### src/source/video_timing_pkg.sv
`default_nettype none

package video_timing_pkg;

    // horizontal mode, in pixel clocks
    parameter int H_VISIBLE     = 64;           // active pixels per line
    parameter int H_FRONT_PORCH = 4;            // blank before sync
    parameter int H_SYNC_PULSE  = 8;            // sync width
    parameter int H_BACK_PORCH  = 12;           // blank after sync

    // vertical mode, in lines
    parameter int V_VISIBLE     = 32;           // active lines per frame
    parameter int V_FRONT_PORCH = 2;
    parameter int V_SYNC_PULSE  = 2;
    parameter int V_BACK_PORCH  = 4;

    // active level of the sync outputs
    parameter logic H_SYNC_POLARITY = 1'b0;     // active low
    parameter logic V_SYNC_POLARITY = 1'b0;     // active low

    typedef logic [10:0] count_t;               // pixel or line counter

    // regions in scan order, horizontal visible comes last in a line
    typedef enum logic [1:0] {
        SYNC_PRE     = 2'b00,                   // front porch
        SYNC_PULSE   = 2'b01,                   // sync active
        SYNC_POST    = 2'b10,                   // back porch
        SYNC_VISIBLE = 2'b11                    // active video
    } sync_state_e;

    // beam status shared by all display blocks
    typedef struct packed {
        logic hsync;                            // raw sync, active high
        logic vsync;
        logic visible;                          // both axes visible
        logic line_end;                         // last pixel of line strobe
        logic frame_end;                        // last pixel of frame strobe
        logic fetch;                            // inside memory fetch window
        logic fetch_start;                      // fetch window about to open
    } beam_t;

endpackage

`default_nettype wire

### src/source/text_mode_pkg.sv
`default_nettype none

package text_mode_pkg;

    typedef logic [15:0] vram_addr_t;           // video RAM word address
    typedef logic [15:0] vram_word_t;           // attr in [15:8], char code in [7:0]
    typedef logic [12:0] font_addr_t;           // font RAM byte address
    typedef logic [7:0]  glyph_row_t;           // one row of a glyph, msb leftmost
    typedef logic [7:0]  attr_t;                // bg in [7:4], fg in [3:0]
    typedef logic [3:0]  color_idx_t;           // palette index
    typedef logic [11:0] rgb_t;                 // 4 bits each of r, g, b

    // one text pixel on its way to the colour stage
    typedef struct packed {
        logic       on;                         // glyph bit
        color_idx_t fg;                         // foreground index
        color_idx_t bg;                         // background index
        logic       enable;                     // display enable, frame latched
    } text_pix_t;

    // fixed IRGB palette
    parameter rgb_t DEFAULT_PALETTE [16] = '{
        12'h000,                                // black
        12'h00A,                                // blue
        12'h0A0,                                // green
        12'h0AA,                                // cyan
        12'hA00,                                // red
        12'hA0A,                                // magenta
        12'hAA0,                                // brown
        12'hAAA,                                // light gray
        12'h555,                                // dark gray
        12'h55F,                                // light blue
        12'h5F5,                                // light green
        12'h5FF,                                // light cyan
        12'hF55,                                // light red
        12'hF5F,                                // light magenta
        12'hFF5,                                // yellow
        12'hFFF                                 // white
    };

endpackage

`default_nettype wire

### src/source/video_timing.sv
`default_nettype none
`timescale 1ns/1ps

module video_timing #(
    parameter int H_VISIBLE     = video_timing_pkg::H_VISIBLE,
    parameter int H_FRONT_PORCH = video_timing_pkg::H_FRONT_PORCH,
    parameter int H_SYNC_PULSE  = video_timing_pkg::H_SYNC_PULSE,
    parameter int H_BACK_PORCH  = video_timing_pkg::H_BACK_PORCH,
    parameter int V_VISIBLE     = video_timing_pkg::V_VISIBLE,
    parameter int V_FRONT_PORCH = video_timing_pkg::V_FRONT_PORCH,
    parameter int V_SYNC_PULSE  = video_timing_pkg::V_SYNC_PULSE,
    parameter int V_BACK_PORCH  = video_timing_pkg::V_BACK_PORCH
) (
    input  wire logic              clk,
    input  wire logic              reset_i,
    output video_timing_pkg::beam_t beam_o
);
    import video_timing_pkg::*;

    localparam int H_OFFSCREEN = H_FRONT_PORCH + H_SYNC_PULSE + H_BACK_PORCH;
    localparam int H_TOTAL     = H_OFFSCREEN + H_VISIBLE;
    localparam int V_TOTAL     = V_VISIBLE + V_FRONT_PORCH + V_SYNC_PULSE + V_BACK_PORCH;

    // fetch runs one character ahead of the pixels it feeds
    localparam count_t FETCH_BEGIN = count_t'(H_OFFSCREEN - 9);
    localparam count_t FETCH_END   = count_t'(H_TOTAL - 9);

    sync_state_e h_state, h_state_next;
    sync_state_e v_state, v_state_next;
    count_t      h_count, h_count_next, h_region_end;
    count_t      v_count, v_count_next, v_region_end;
    logic        fetch, fetch_next, fetch_toggle;
    logic        line_end, frame_end;

    always_comb begin
        // blanking sits left of the visible pixels
        unique case (h_state)
            SYNC_PRE:     h_region_end = count_t'(H_FRONT_PORCH - 1);
            SYNC_PULSE:   h_region_end = count_t'(H_FRONT_PORCH + H_SYNC_PULSE - 1);
            SYNC_POST:    h_region_end = count_t'(H_OFFSCREEN - 1);
            default:      h_region_end = count_t'(H_TOTAL - 1);
        endcase
        // visible lines first, blanking at the bottom
        unique case (v_state)
            SYNC_VISIBLE: v_region_end = count_t'(V_VISIBLE - 1);
            SYNC_PRE:     v_region_end = count_t'(V_VISIBLE + V_FRONT_PORCH - 1);
            SYNC_PULSE:   v_region_end = count_t'(V_VISIBLE + V_FRONT_PORCH + V_SYNC_PULSE - 1);
            default:      v_region_end = count_t'(V_TOTAL - 1);
        endcase

        line_end  = (h_state == SYNC_VISIBLE) && (h_count == h_region_end);
        frame_end = line_end && (v_state == SYNC_POST) && (v_count == v_region_end);

        h_state_next = h_state;
        if (h_count == h_region_end) begin
            h_state_next = sync_state_e'(h_state + 2'd1);    // wraps visible -> pre
        end
        v_state_next = v_state;
        if (line_end && (v_count == v_region_end)) begin
            v_state_next = sync_state_e'(v_state + 2'd1);
        end

        h_count_next = line_end ? '0 : h_count + count_t'(1);
        v_count_next = v_count;
        if (line_end) begin
            v_count_next = frame_end ? '0 : v_count + count_t'(1);
        end

        // window edges only flip the level on visible lines
        fetch_toggle = (v_state == SYNC_VISIBLE)
                    && (h_count == (fetch ? FETCH_END : FETCH_BEGIN));
        fetch_next   = fetch ^ fetch_toggle;
    end

    always_ff @(posedge clk) begin
        if (reset_i) begin
            h_state <= SYNC_PRE;                 // start of a line
            v_state <= SYNC_VISIBLE;             // top of a frame
            h_count <= '0;
            v_count <= '0;
            fetch   <= 1'b0;
        end else begin
            h_state <= h_state_next;
            v_state <= v_state_next;
            h_count <= h_count_next;
            v_count <= v_count_next;
            fetch   <= fetch_next;
        end
    end

    always_comb begin
        beam_o.hsync       = (h_state == SYNC_PULSE);
        beam_o.vsync       = (v_state == SYNC_PULSE);
        beam_o.visible     = (h_state == SYNC_VISIBLE) && (v_state == SYNC_VISIBLE);
        beam_o.line_end    = line_end;
        beam_o.frame_end   = frame_end;
        beam_o.fetch       = fetch;
        beam_o.fetch_start = fetch_toggle && !fetch;   // rising edge of the window
    end

endmodule

`default_nettype wire

### src/source/text_fetch.sv
`default_nettype none
`timescale 1ns/1ps

module text_fetch #(
    parameter int CHARS_WIDE  = 8,
    parameter int FONT_HEIGHT = 8
) (
    input  wire logic                      clk,
    input  wire logic                      reset_i,
    input  wire logic                      enable_i,
    input  wire video_timing_pkg::beam_t   beam_i,
    input  wire text_mode_pkg::vram_word_t vram_data_i,
    input  wire text_mode_pkg::glyph_row_t fontram_data_i,
    output text_mode_pkg::vram_addr_t      vram_addr_o,
    output logic                           vram_sel_o,
    output text_mode_pkg::font_addr_t      fontram_addr_o,
    output logic                           fontram_sel_o,
    output logic                           blit_cycle_o,
    output text_mode_pkg::text_pix_t       pix_o
);
    import text_mode_pkg::*;

    localparam logic [3:0] LAST_ROW  = 4'(FONT_HEIGHT - 1);
    localparam vram_addr_t ROW_WORDS = vram_addr_t'(CHARS_WIDE);

    logic [2:0] char_x;                          // column inside the cell, paces memory slots
    logic [3:0] cell_row;                        // glyph row inside the cell
    vram_addr_t text_addr;                       // next cell to read
    vram_addr_t line_addr;                       // first cell of current text row
    logic       disp_en;                         // enable_i sampled at frame end
    logic       fetching;

    glyph_row_t glyph_shift;                     // pixels of current cell, msb out first
    attr_t      attr;                            // colours of current cell
    attr_t      attr_next;                       // colours of cell being fetched

    assign fetching = disp_en && beam_i.fetch;

    // font row follows the char code straight off the vram bus
    assign fontram_addr_o = {1'b0, vram_data_i[7:0], cell_row};

    always_ff @(posedge clk) begin
        if (reset_i) begin
            char_x        <= '0;
            cell_row      <= '0;
            text_addr     <= '0;
            line_addr     <= '0;
            disp_en       <= 1'b0;
            vram_sel_o    <= 1'b0;
            fontram_sel_o <= 1'b0;
            blit_cycle_o  <= 1'b0;
        end else begin
            vram_sel_o    <= 1'b0;               // single-cycle selects
            fontram_sel_o <= 1'b0;
            blit_cycle_o  <= 1'b1;               // blitter owns memory outside the window

            char_x <= beam_i.fetch_start ? 3'd0 : char_x + 3'd1;

            if (fetching) begin
                blit_cycle_o <= char_x[1];       // video and blitter alternate in pairs
                case (char_x)
                    3'd4: vram_sel_o    <= 1'b1; // read in column 5, address already out
                    3'd5: fontram_sel_o <= 1'b1; // char code valid in column 6
                    3'd7: text_addr     <= text_addr + vram_addr_t'(1);
                    default: ;
                endcase
            end

            if (beam_i.line_end) begin
                if (cell_row == LAST_ROW) begin
                    cell_row  <= '0;              // move down one text row
                    line_addr <= line_addr + ROW_WORDS;
                    text_addr <= line_addr + ROW_WORDS;
                end else begin
                    cell_row  <= cell_row + 4'd1;
                    text_addr <= line_addr;       // same cells again
                end
            end

            // frame end wins over the line end it coincides with
            if (beam_i.frame_end) begin
                cell_row  <= '0;
                text_addr <= '0;
                line_addr <= '0;
                disp_en   <= enable_i;
            end
        end
    end

    always_ff @(posedge clk) begin
        glyph_shift <= {glyph_shift[6:0], 1'b0};        // one pixel per clock
        if (fetching) begin
            case (char_x)
                3'd4: vram_addr_o <= text_addr;
                3'd6: attr_next   <= vram_data_i[15:8];
                3'd7: begin
                    glyph_shift <= fontram_data_i;      // next cell starts on the following clock
                    attr        <= attr_next;
                end
                default: ;
            endcase
        end
    end

    always_comb begin
        pix_o.on     = glyph_shift[7];
        pix_o.fg     = attr[3:0];
        pix_o.bg     = attr[7:4];
        pix_o.enable = disp_en;
    end

endmodule

`default_nettype wire

### src/source/pixel_out.sv
`default_nettype none
`timescale 1ns/1ps

module pixel_out #(
    parameter logic H_SYNC_POLARITY = video_timing_pkg::H_SYNC_POLARITY,
    parameter logic V_SYNC_POLARITY = video_timing_pkg::V_SYNC_POLARITY
) (
    input  wire logic                     clk,
    input  wire logic                     reset_i,
    input  wire video_timing_pkg::beam_t  beam_i,
    input  wire text_mode_pkg::text_pix_t pix_i,
    output logic [3:0]                    red_o,
    output logic [3:0]                    green_o,
    output logic [3:0]                    blue_o,
    output logic                          hsync_o,
    output logic                          vsync_o,
    output logic                          visible_o
);
    import text_mode_pkg::*;

    logic       show;                            // pixel is on screen and display is on
    color_idx_t color_idx;
    rgb_t       rgb;

    always_comb begin
        show      = beam_i.visible && pix_i.enable;
        color_idx = pix_i.on ? pix_i.fg : pix_i.bg;
        // blanking must be black for the monitor's black level
        rgb       = show ? DEFAULT_PALETTE[color_idx] : '0;
    end

    // colour, syncs and visible leave on the same edge
    always_ff @(posedge clk) begin
        if (reset_i) begin
            red_o     <= '0;
            green_o   <= '0;
            blue_o    <= '0;
            hsync_o   <= ~H_SYNC_POLARITY;       // inactive level
            vsync_o   <= ~V_SYNC_POLARITY;
            visible_o <= 1'b0;
        end else begin
            red_o     <= rgb[11:8];
            green_o   <= rgb[7:4];
            blue_o    <= rgb[3:0];
            hsync_o   <= beam_i.hsync ? H_SYNC_POLARITY : ~H_SYNC_POLARITY;
            vsync_o   <= beam_i.vsync ? V_SYNC_POLARITY : ~V_SYNC_POLARITY;
            visible_o <= show;
        end
    end

endmodule

`default_nettype wire

### src/source/video_gen.sv
`default_nettype none
`timescale 1ns/1ps

module video_gen (
    input  wire logic                      clk,
    input  wire logic                      reset_i,
    input  wire logic                      enable_i,        // display on, applied at frame end
    output logic                           blit_cycle_o,    // 1 when memory is free for the blitter
    output logic                           fontram_sel_o,
    output text_mode_pkg::font_addr_t      fontram_addr_o,
    input  wire text_mode_pkg::glyph_row_t fontram_data_i,
    output logic                           vram_sel_o,
    output text_mode_pkg::vram_addr_t      vram_addr_o,
    input  wire text_mode_pkg::vram_word_t vram_data_i,
    output logic [3:0]                     red_o,
    output logic [3:0]                     green_o,
    output logic [3:0]                     blue_o,
    output logic                           hsync_o,
    output logic                           vsync_o,
    output logic                           visible_o
);
    import video_timing_pkg::*;
    import text_mode_pkg::*;

    localparam int CELL_WIDTH  = 8;              // glyph rows are one byte
    localparam int CHARS_WIDE  = H_VISIBLE / CELL_WIDTH;
    localparam int FONT_HEIGHT = 8;

    beam_t     beam;                             // shared beam status
    text_pix_t text_pix;                         // text pixel into the colour stage

    video_timing #(
        .H_VISIBLE     (H_VISIBLE),
        .H_FRONT_PORCH (H_FRONT_PORCH),
        .H_SYNC_PULSE  (H_SYNC_PULSE),
        .H_BACK_PORCH  (H_BACK_PORCH),
        .V_VISIBLE     (V_VISIBLE),
        .V_FRONT_PORCH (V_FRONT_PORCH),
        .V_SYNC_PULSE  (V_SYNC_PULSE),
        .V_BACK_PORCH  (V_BACK_PORCH)
    ) u_timing (
        .clk     (clk),
        .reset_i (reset_i),
        .beam_o  (beam)
    );

    text_fetch #(
        .CHARS_WIDE  (CHARS_WIDE),
        .FONT_HEIGHT (FONT_HEIGHT)
    ) u_text (
        .clk            (clk),
        .reset_i        (reset_i),
        .enable_i       (enable_i),
        .beam_i         (beam),
        .vram_data_i    (vram_data_i),
        .fontram_data_i (fontram_data_i),
        .vram_addr_o    (vram_addr_o),
        .vram_sel_o     (vram_sel_o),
        .fontram_addr_o (fontram_addr_o),
        .fontram_sel_o  (fontram_sel_o),
        .blit_cycle_o   (blit_cycle_o),
        .pix_o          (text_pix)
    );

    pixel_out #(
        .H_SYNC_POLARITY (H_SYNC_POLARITY),
        .V_SYNC_POLARITY (V_SYNC_POLARITY)
    ) u_pixel (
        .clk       (clk),
        .reset_i   (reset_i),
        .beam_i    (beam),
        .pix_i     (text_pix),
        .red_o     (red_o),
        .green_o   (green_o),
        .blue_o    (blue_o),
        .hsync_o   (hsync_o),
        .vsync_o   (vsync_o),
        .visible_o (visible_o)
    );

endmodule

`default_nettype wire

### config.mk
export PLATFORM = sky130hd
export DESIGN_NAME = video_gen
export DESIGN_NICKNAME = d
export VERILOG_FILES = /design/src/source/video_timing_pkg.sv /design/src/source/text_mode_pkg.sv /design/src/source/video_timing.sv /design/src/source/text_fetch.sv /design/src/source/pixel_out.sv /design/src/source/video_gen.sv
export SDC_FILE = /design/constraint.sdc
export NUM_CORES = 1
export LEC_CHECK = 0
export BUFFER_PORTS_ARGS = -buffer_cell sky130_fd_sc_hd__buf_2
export CAP_MARGIN = 20
export CORE_MARGIN = 10
export CORE_UTILIZATION = 26
export CTS_CLUSTER_SIZE = 28
export DETAILED_ROUTE_END_ITERATION = 8
export HOLD_SLACK_MARGIN = 0.06
export PLACE_DENSITY = 0.42
export SLEW_MARGIN = 20
export SYNTH_ARGS = -nofsm -noshare
export SYNTH_HDL_FRONTEND = slang
export SYNTH_HIERARCHICAL = 1
export SYNTH_SLANG_ARGS = --single-unit
### constraint.sdc
create_clock -name clk -period 3.35 [get_ports clk]
set_clock_uncertainty 0.15 [all_clocks]
set_input_delay 0.5025 -clock clk [delete_from_list [all_inputs] [get_ports clk]]
set_output_delay 0.5025 -clock clk [all_outputs]
set_load 0.02 [all_outputs]
Word level (Yosys, flattened, before mapping) --
Memories as Yosys holds them, arrays and structs flattened. A register that Yosys moved wholly into a read port is not among the register bits. Cells that the tools add are included. W data, S select, Z words.
Storage, ports and cells: bits in read-only memories 192, register bits 113, output and inout port bits 47, logic and storage cells 88, memories 1
Operators by class: muxes and demuxes 17, bitwise logic cells 4, eq/ne operators 14, add/subtract/negate cells 8, reductions and logical operators 23
Memory list:
- (no name shown) | depth 16, bits a word 12, rd ports 1, clocked after memory_dff 1, write ports 0, RTL line pixel_out.sv:29 | rgb = show ? DEFAULT_PALETTE[color_idx] : '0;
Operator list (number):
- $mux W16 | 4
- $add A11 B1 Y11 const B | 2
- $pmux W7 S3 | 1
- $pmux W6 S3 | 1
- $add A16 B1 Y16 const B | 1
- $add A16 B4 Y16 const B | 1
- $mux W8 | 2
- $eq A3 B3 Y1 const B | 4
- $eq A11 B11 Y1 | 1
- $eq A11 B6 Y1 | 1
- $eq A11 B7 Y1 | 1
- $mux W11 | 1
- $reduce_or A2 Y1 | 5
- $logic_and A1 B1 Y1 | 9
- $eq A2 B2 Y1 const B | 4
- $mux W4 | 2
- $reduce_and A2 Y1 | 4
- $mux W7 | 1
- $mux W1 | 5
- $not A4 Y5 | 1
- $add A2 B1 Y2 const B | 2
- $add A4 B1 Y4 const B | 1
- $eq A2 B1 Y1 const B | 2
- $eq A4 B3 Y1 const B | 1
- other kinds (6) | 9

Logic depth before layout (Yosys ltp) --
word-level depth 7, depth in mapped cells 11, gate-level depth less buffers 10

Hierarchy --
The synthesis kept the hierarchy.
By module, submodules not included:
- text_fetch | area an instance 3417.0 µm², seq. area each 1921.8 µm², cells an instance 318, instances 1
- video_timing | area an instance 1665.3 µm², seq. area each 540.5 µm², cells an instance 193, instances 1
- pixel_out | area an instance 302.8 µm², seq. area each 140.1 µm², cells an instance 28, instances 1

Worst setup path before layout --
No wires, ideal clock.
kind register to register, start point reg u_timing.h_state[1], end point reg u_text.text_addr[10], data required time 3.062 ns, setup slack 0.894 ns, buffers on the path 3, stages on the path, launching flop included 12, clock period less this slack 2.456 ns, data arrival time 2.168 ns, cell sequence dfxtp_1 inv_1 ha_1 xor2_1 or4_1 nor2_1 and4_1 buf_4 or2_2 clkbuf_1 buf_2 a211oi_2
RTL lines:
- from (decl) | RTL line video_timing.sv:28 | sync_state_e h_state, h_state_next;
- from (signal assigned) | RTL line video_timing.sv:83 | h_state <= h_state_next;
- to (signal assigned) | RTL line text_fetch.sv:64 | 3'd7: text_addr <= text_addr + vram_addr_t'(1);
- to (signal assigned) | RTL line text_fetch.sv:73 | text_addr <= line_addr + ROW_WORDS;
- to (signal assigned) | RTL line text_fetch.sv:76 | text_addr <= line_addr;
- to (decl) | RTL line text_fetch.sv:28 | vram_addr_t text_addr;

==> flow_summary.ini <==
[clocking]
postCtsSetupBuffers = 0
cts_buffer_depth = 2
holdBufCountCts = 0
cts_buffers = 17
cts_root_buffer = clkbuf_16
clk_pin_slew_ns = 0.06
clock_latency_ns = 0.41
cts_tree = yes
htreeDepth = 4
clock_sink_count = 114
post_cts_resize_count = 0

[drt]
dr_wl_met3_um = 815
highest_layer = met4
drc_errors = 0
vias = 3783
drt_iter0_markers = 193
met1_length_um = 5650
viasPerCell = 4.42
wl_per_cell_um = 13.7
met2_length_um = 5010
drt_pass1_iterations = 4
wl_um = 11800
ant_nets = 0

[grt]
grt_util_all_layers_pct = 9.18
grt_pass1_vias = 3775
grt_pass1_wl_um = 19700
overflow = 0
antenna_found_initial = 0
grt_max_degree = 32

[finish]
fill_cells = 2097
seq_area_um2 = 2600
final-instance-count-excl-fill = 856
multiInputGateArea_um2 = 2440
layout-drive-gt1-share_pct = 20.1
final_nets = 619
final_util_pct = 31.2
antennaDiodeCount = 0
area_delta_synth_final_pct = 17.8

[synth]
synth_fp_nets = 585
yosys_most_used_dff = dfxtp_1
synth_area_leader_cell = dfxtp_1
ys_seq_area_share_pct = 48.3
yosys-top-cells-area = dfxtp_1 30%, edfxtp_1 18%, xor2_1 5.7%, ha_1 4.4%, nor2_1 4.4%
synth_top_area_share_pct = 30.5
ys_types = 65
syn_avg_cell_area_um2 = 9.99
ys_seq_elements = 114
synthCells = 539
async_reset_ff_share_pct = 0
syn_area_um2 = 5390
yosysWarnings = 6
synth_edf_count = 32

[critical_path]
crit_path_start = u_timing/h_state[1]
path_class = register to register
worstPathRequired_ns = 3.51
critical_path.startpoint_type = register
crit_path_max_fanout = 25
worst_setup_path_end_kind = register
critical_path_arrival_ns = 2.88
reg2reg_from = u_timing/h_state[1]

[outcome]
outcome = complete, no violations

[timing]
rsz0062_at_grt = no
fmax_mhz = 368
whs_ns = 0.116
timing.slew.headroom_pct = 52.6
hold_viol_final = 0
finalSetupViolations = 0
worst_pin_slew_ns = 0.706
fin_crit_sh_pct = 81.2
period_needed_ns = 2.72
slew_violations = 0
fin_tns_setup_ns = 0

[hold_path]
worstHoldStart = vram_data_i[8]
holdCritPathClass = primary input to register

[run]
timing.max_cap.violations = 0

[die]
std_cell_rows = 52
die_area_um2 = 26900
die_x_um = 164
chipHeight_um = 164
io_pins = 74
initial_utilization_pct = 26.5
core_area_um2 = 20300

[place]
dp_hpwl_um = 8500
port_buffers = 56
dp.cells = 824
place_congestion = 0.754

[power]
powerDensity_nw_per_um2 = 524
p_leak_nw = 2.46
ir_worst_vdd_v = 0.000258
through the flow:
stage	worst slack [ns]	cell area (um2)	power (mW)
after floorplan	0.894	5390	1.54
after global placement	0.719	5750	1.55
after detailed placement	0.620	5750	1.56
after CTS	0.601	6340	3.38
after global routing	0.393	6340	3.45
final	0.630	6340	3.33
cells in the final DEF (no fill, tap or decap), drive strengths merged, types with 18 or more instances in the layout:
| cell | instances |
|---|---|
| ha | 19 |
| nand2 | 54 |
| buf | 60 |
| nor2 | 64 |
| xnor2 | 18 |
| xor2 | 35 |
| dfxtp | 82 |
| edfxtp | 32 |
| nand3 | 18 |
worst paths after layout:
path / slack (ns) / cells past startpoint / endpoint
max reg2reg: 0.63 / 8 / u_text/text_addr[14]
min: 0.12 / 1 / u_text/attr_next[0]
min reg2reg: 0.27 / 0 / u_text/attr[4]
max: 0.63 / 8 / u_text/text_addr[14]
Yosys cell counts (7+ instances only):
master / count
buf_4: 25
xor2_1: 35
xnor2_1: 18
mux2i_1: 9
nand2_1: 54
dfxtp_1: 82
nor3_1: 7
edfxtp_1: 32
nor4_1: 9
nand4_1: 16
inv_1: 14
and4_1: 8
clkbuf_1: 11
nor2_1: 63
ha_1: 19
nand3_1: 15
a21oi_1: 15
routing by layer:
layer  GRT usage [%]  up-vias
met5               0        -
met2            13.3       75
met3            3.53       20
met4            4.71        0
li1                -     1941
met1            11.6     1747
worst max-delay path, cell delays in order (launching register included):
cell and delay, ns:
dfxtp_1 0.39, ha_1 0.32, nand2_1 0.12, or4_1 0.54, nor2_2 0.13, and4_1 0.26, or2_2 0.49, a21oi_1 0.09
o21a_1 0.13
where the power goes:
part	internal (mW)	switching, mW	total, mW
registers	1.43	0.0231	1.45
logic	0.0339	0.0432	0.0771
clock network	1.16	0.639	1.80
area by class of cell:
type / instances / share of cell area [%]
clock buffers: 17 / 6.71
clock inverters: 15 / 2.62
inverters: 17 / 1.01
multi-input cells: 363 / 38.4
flip-flops and latches: 114 / 41.0
well taps: 270 / 5.33
repair buffers: 60 / 4.89
flip-flops by register name (all words and copies together), names as in the netlist, 2 cells and up:
register and count:
u_text/text_addr 16, u_text/vram_addr_o 16, u_text/line_addr 13, u_timing/h_count 11
u_timing/v_count 11, u_text/attr 8, u_text/attr_next 8, u_text/glyph_shift 8
u_text/cell_row 4, u_text/char_x 3, u_pixel/green_o 2, u_timing/h_state 2
u_timing/v_state 2
cells by family after synthesis:
| family | after synthesis | synth area share [%] |
|---|---|---|
| compound gates | 50 | 6.53 |
| xor+xnor | 53 | 8.62 |
| fa+ha+maj | 19 | 4.41 |
| buf+inv | 62 | 6.48 |
| flops | 114 | 48.3 |
| mux | 12 | 2.30 |
| other cells | 1 | 0.0696 |
| simple gates | 228 | 23.3 |
Note: power is estimated with default switching activity, not from simulation.
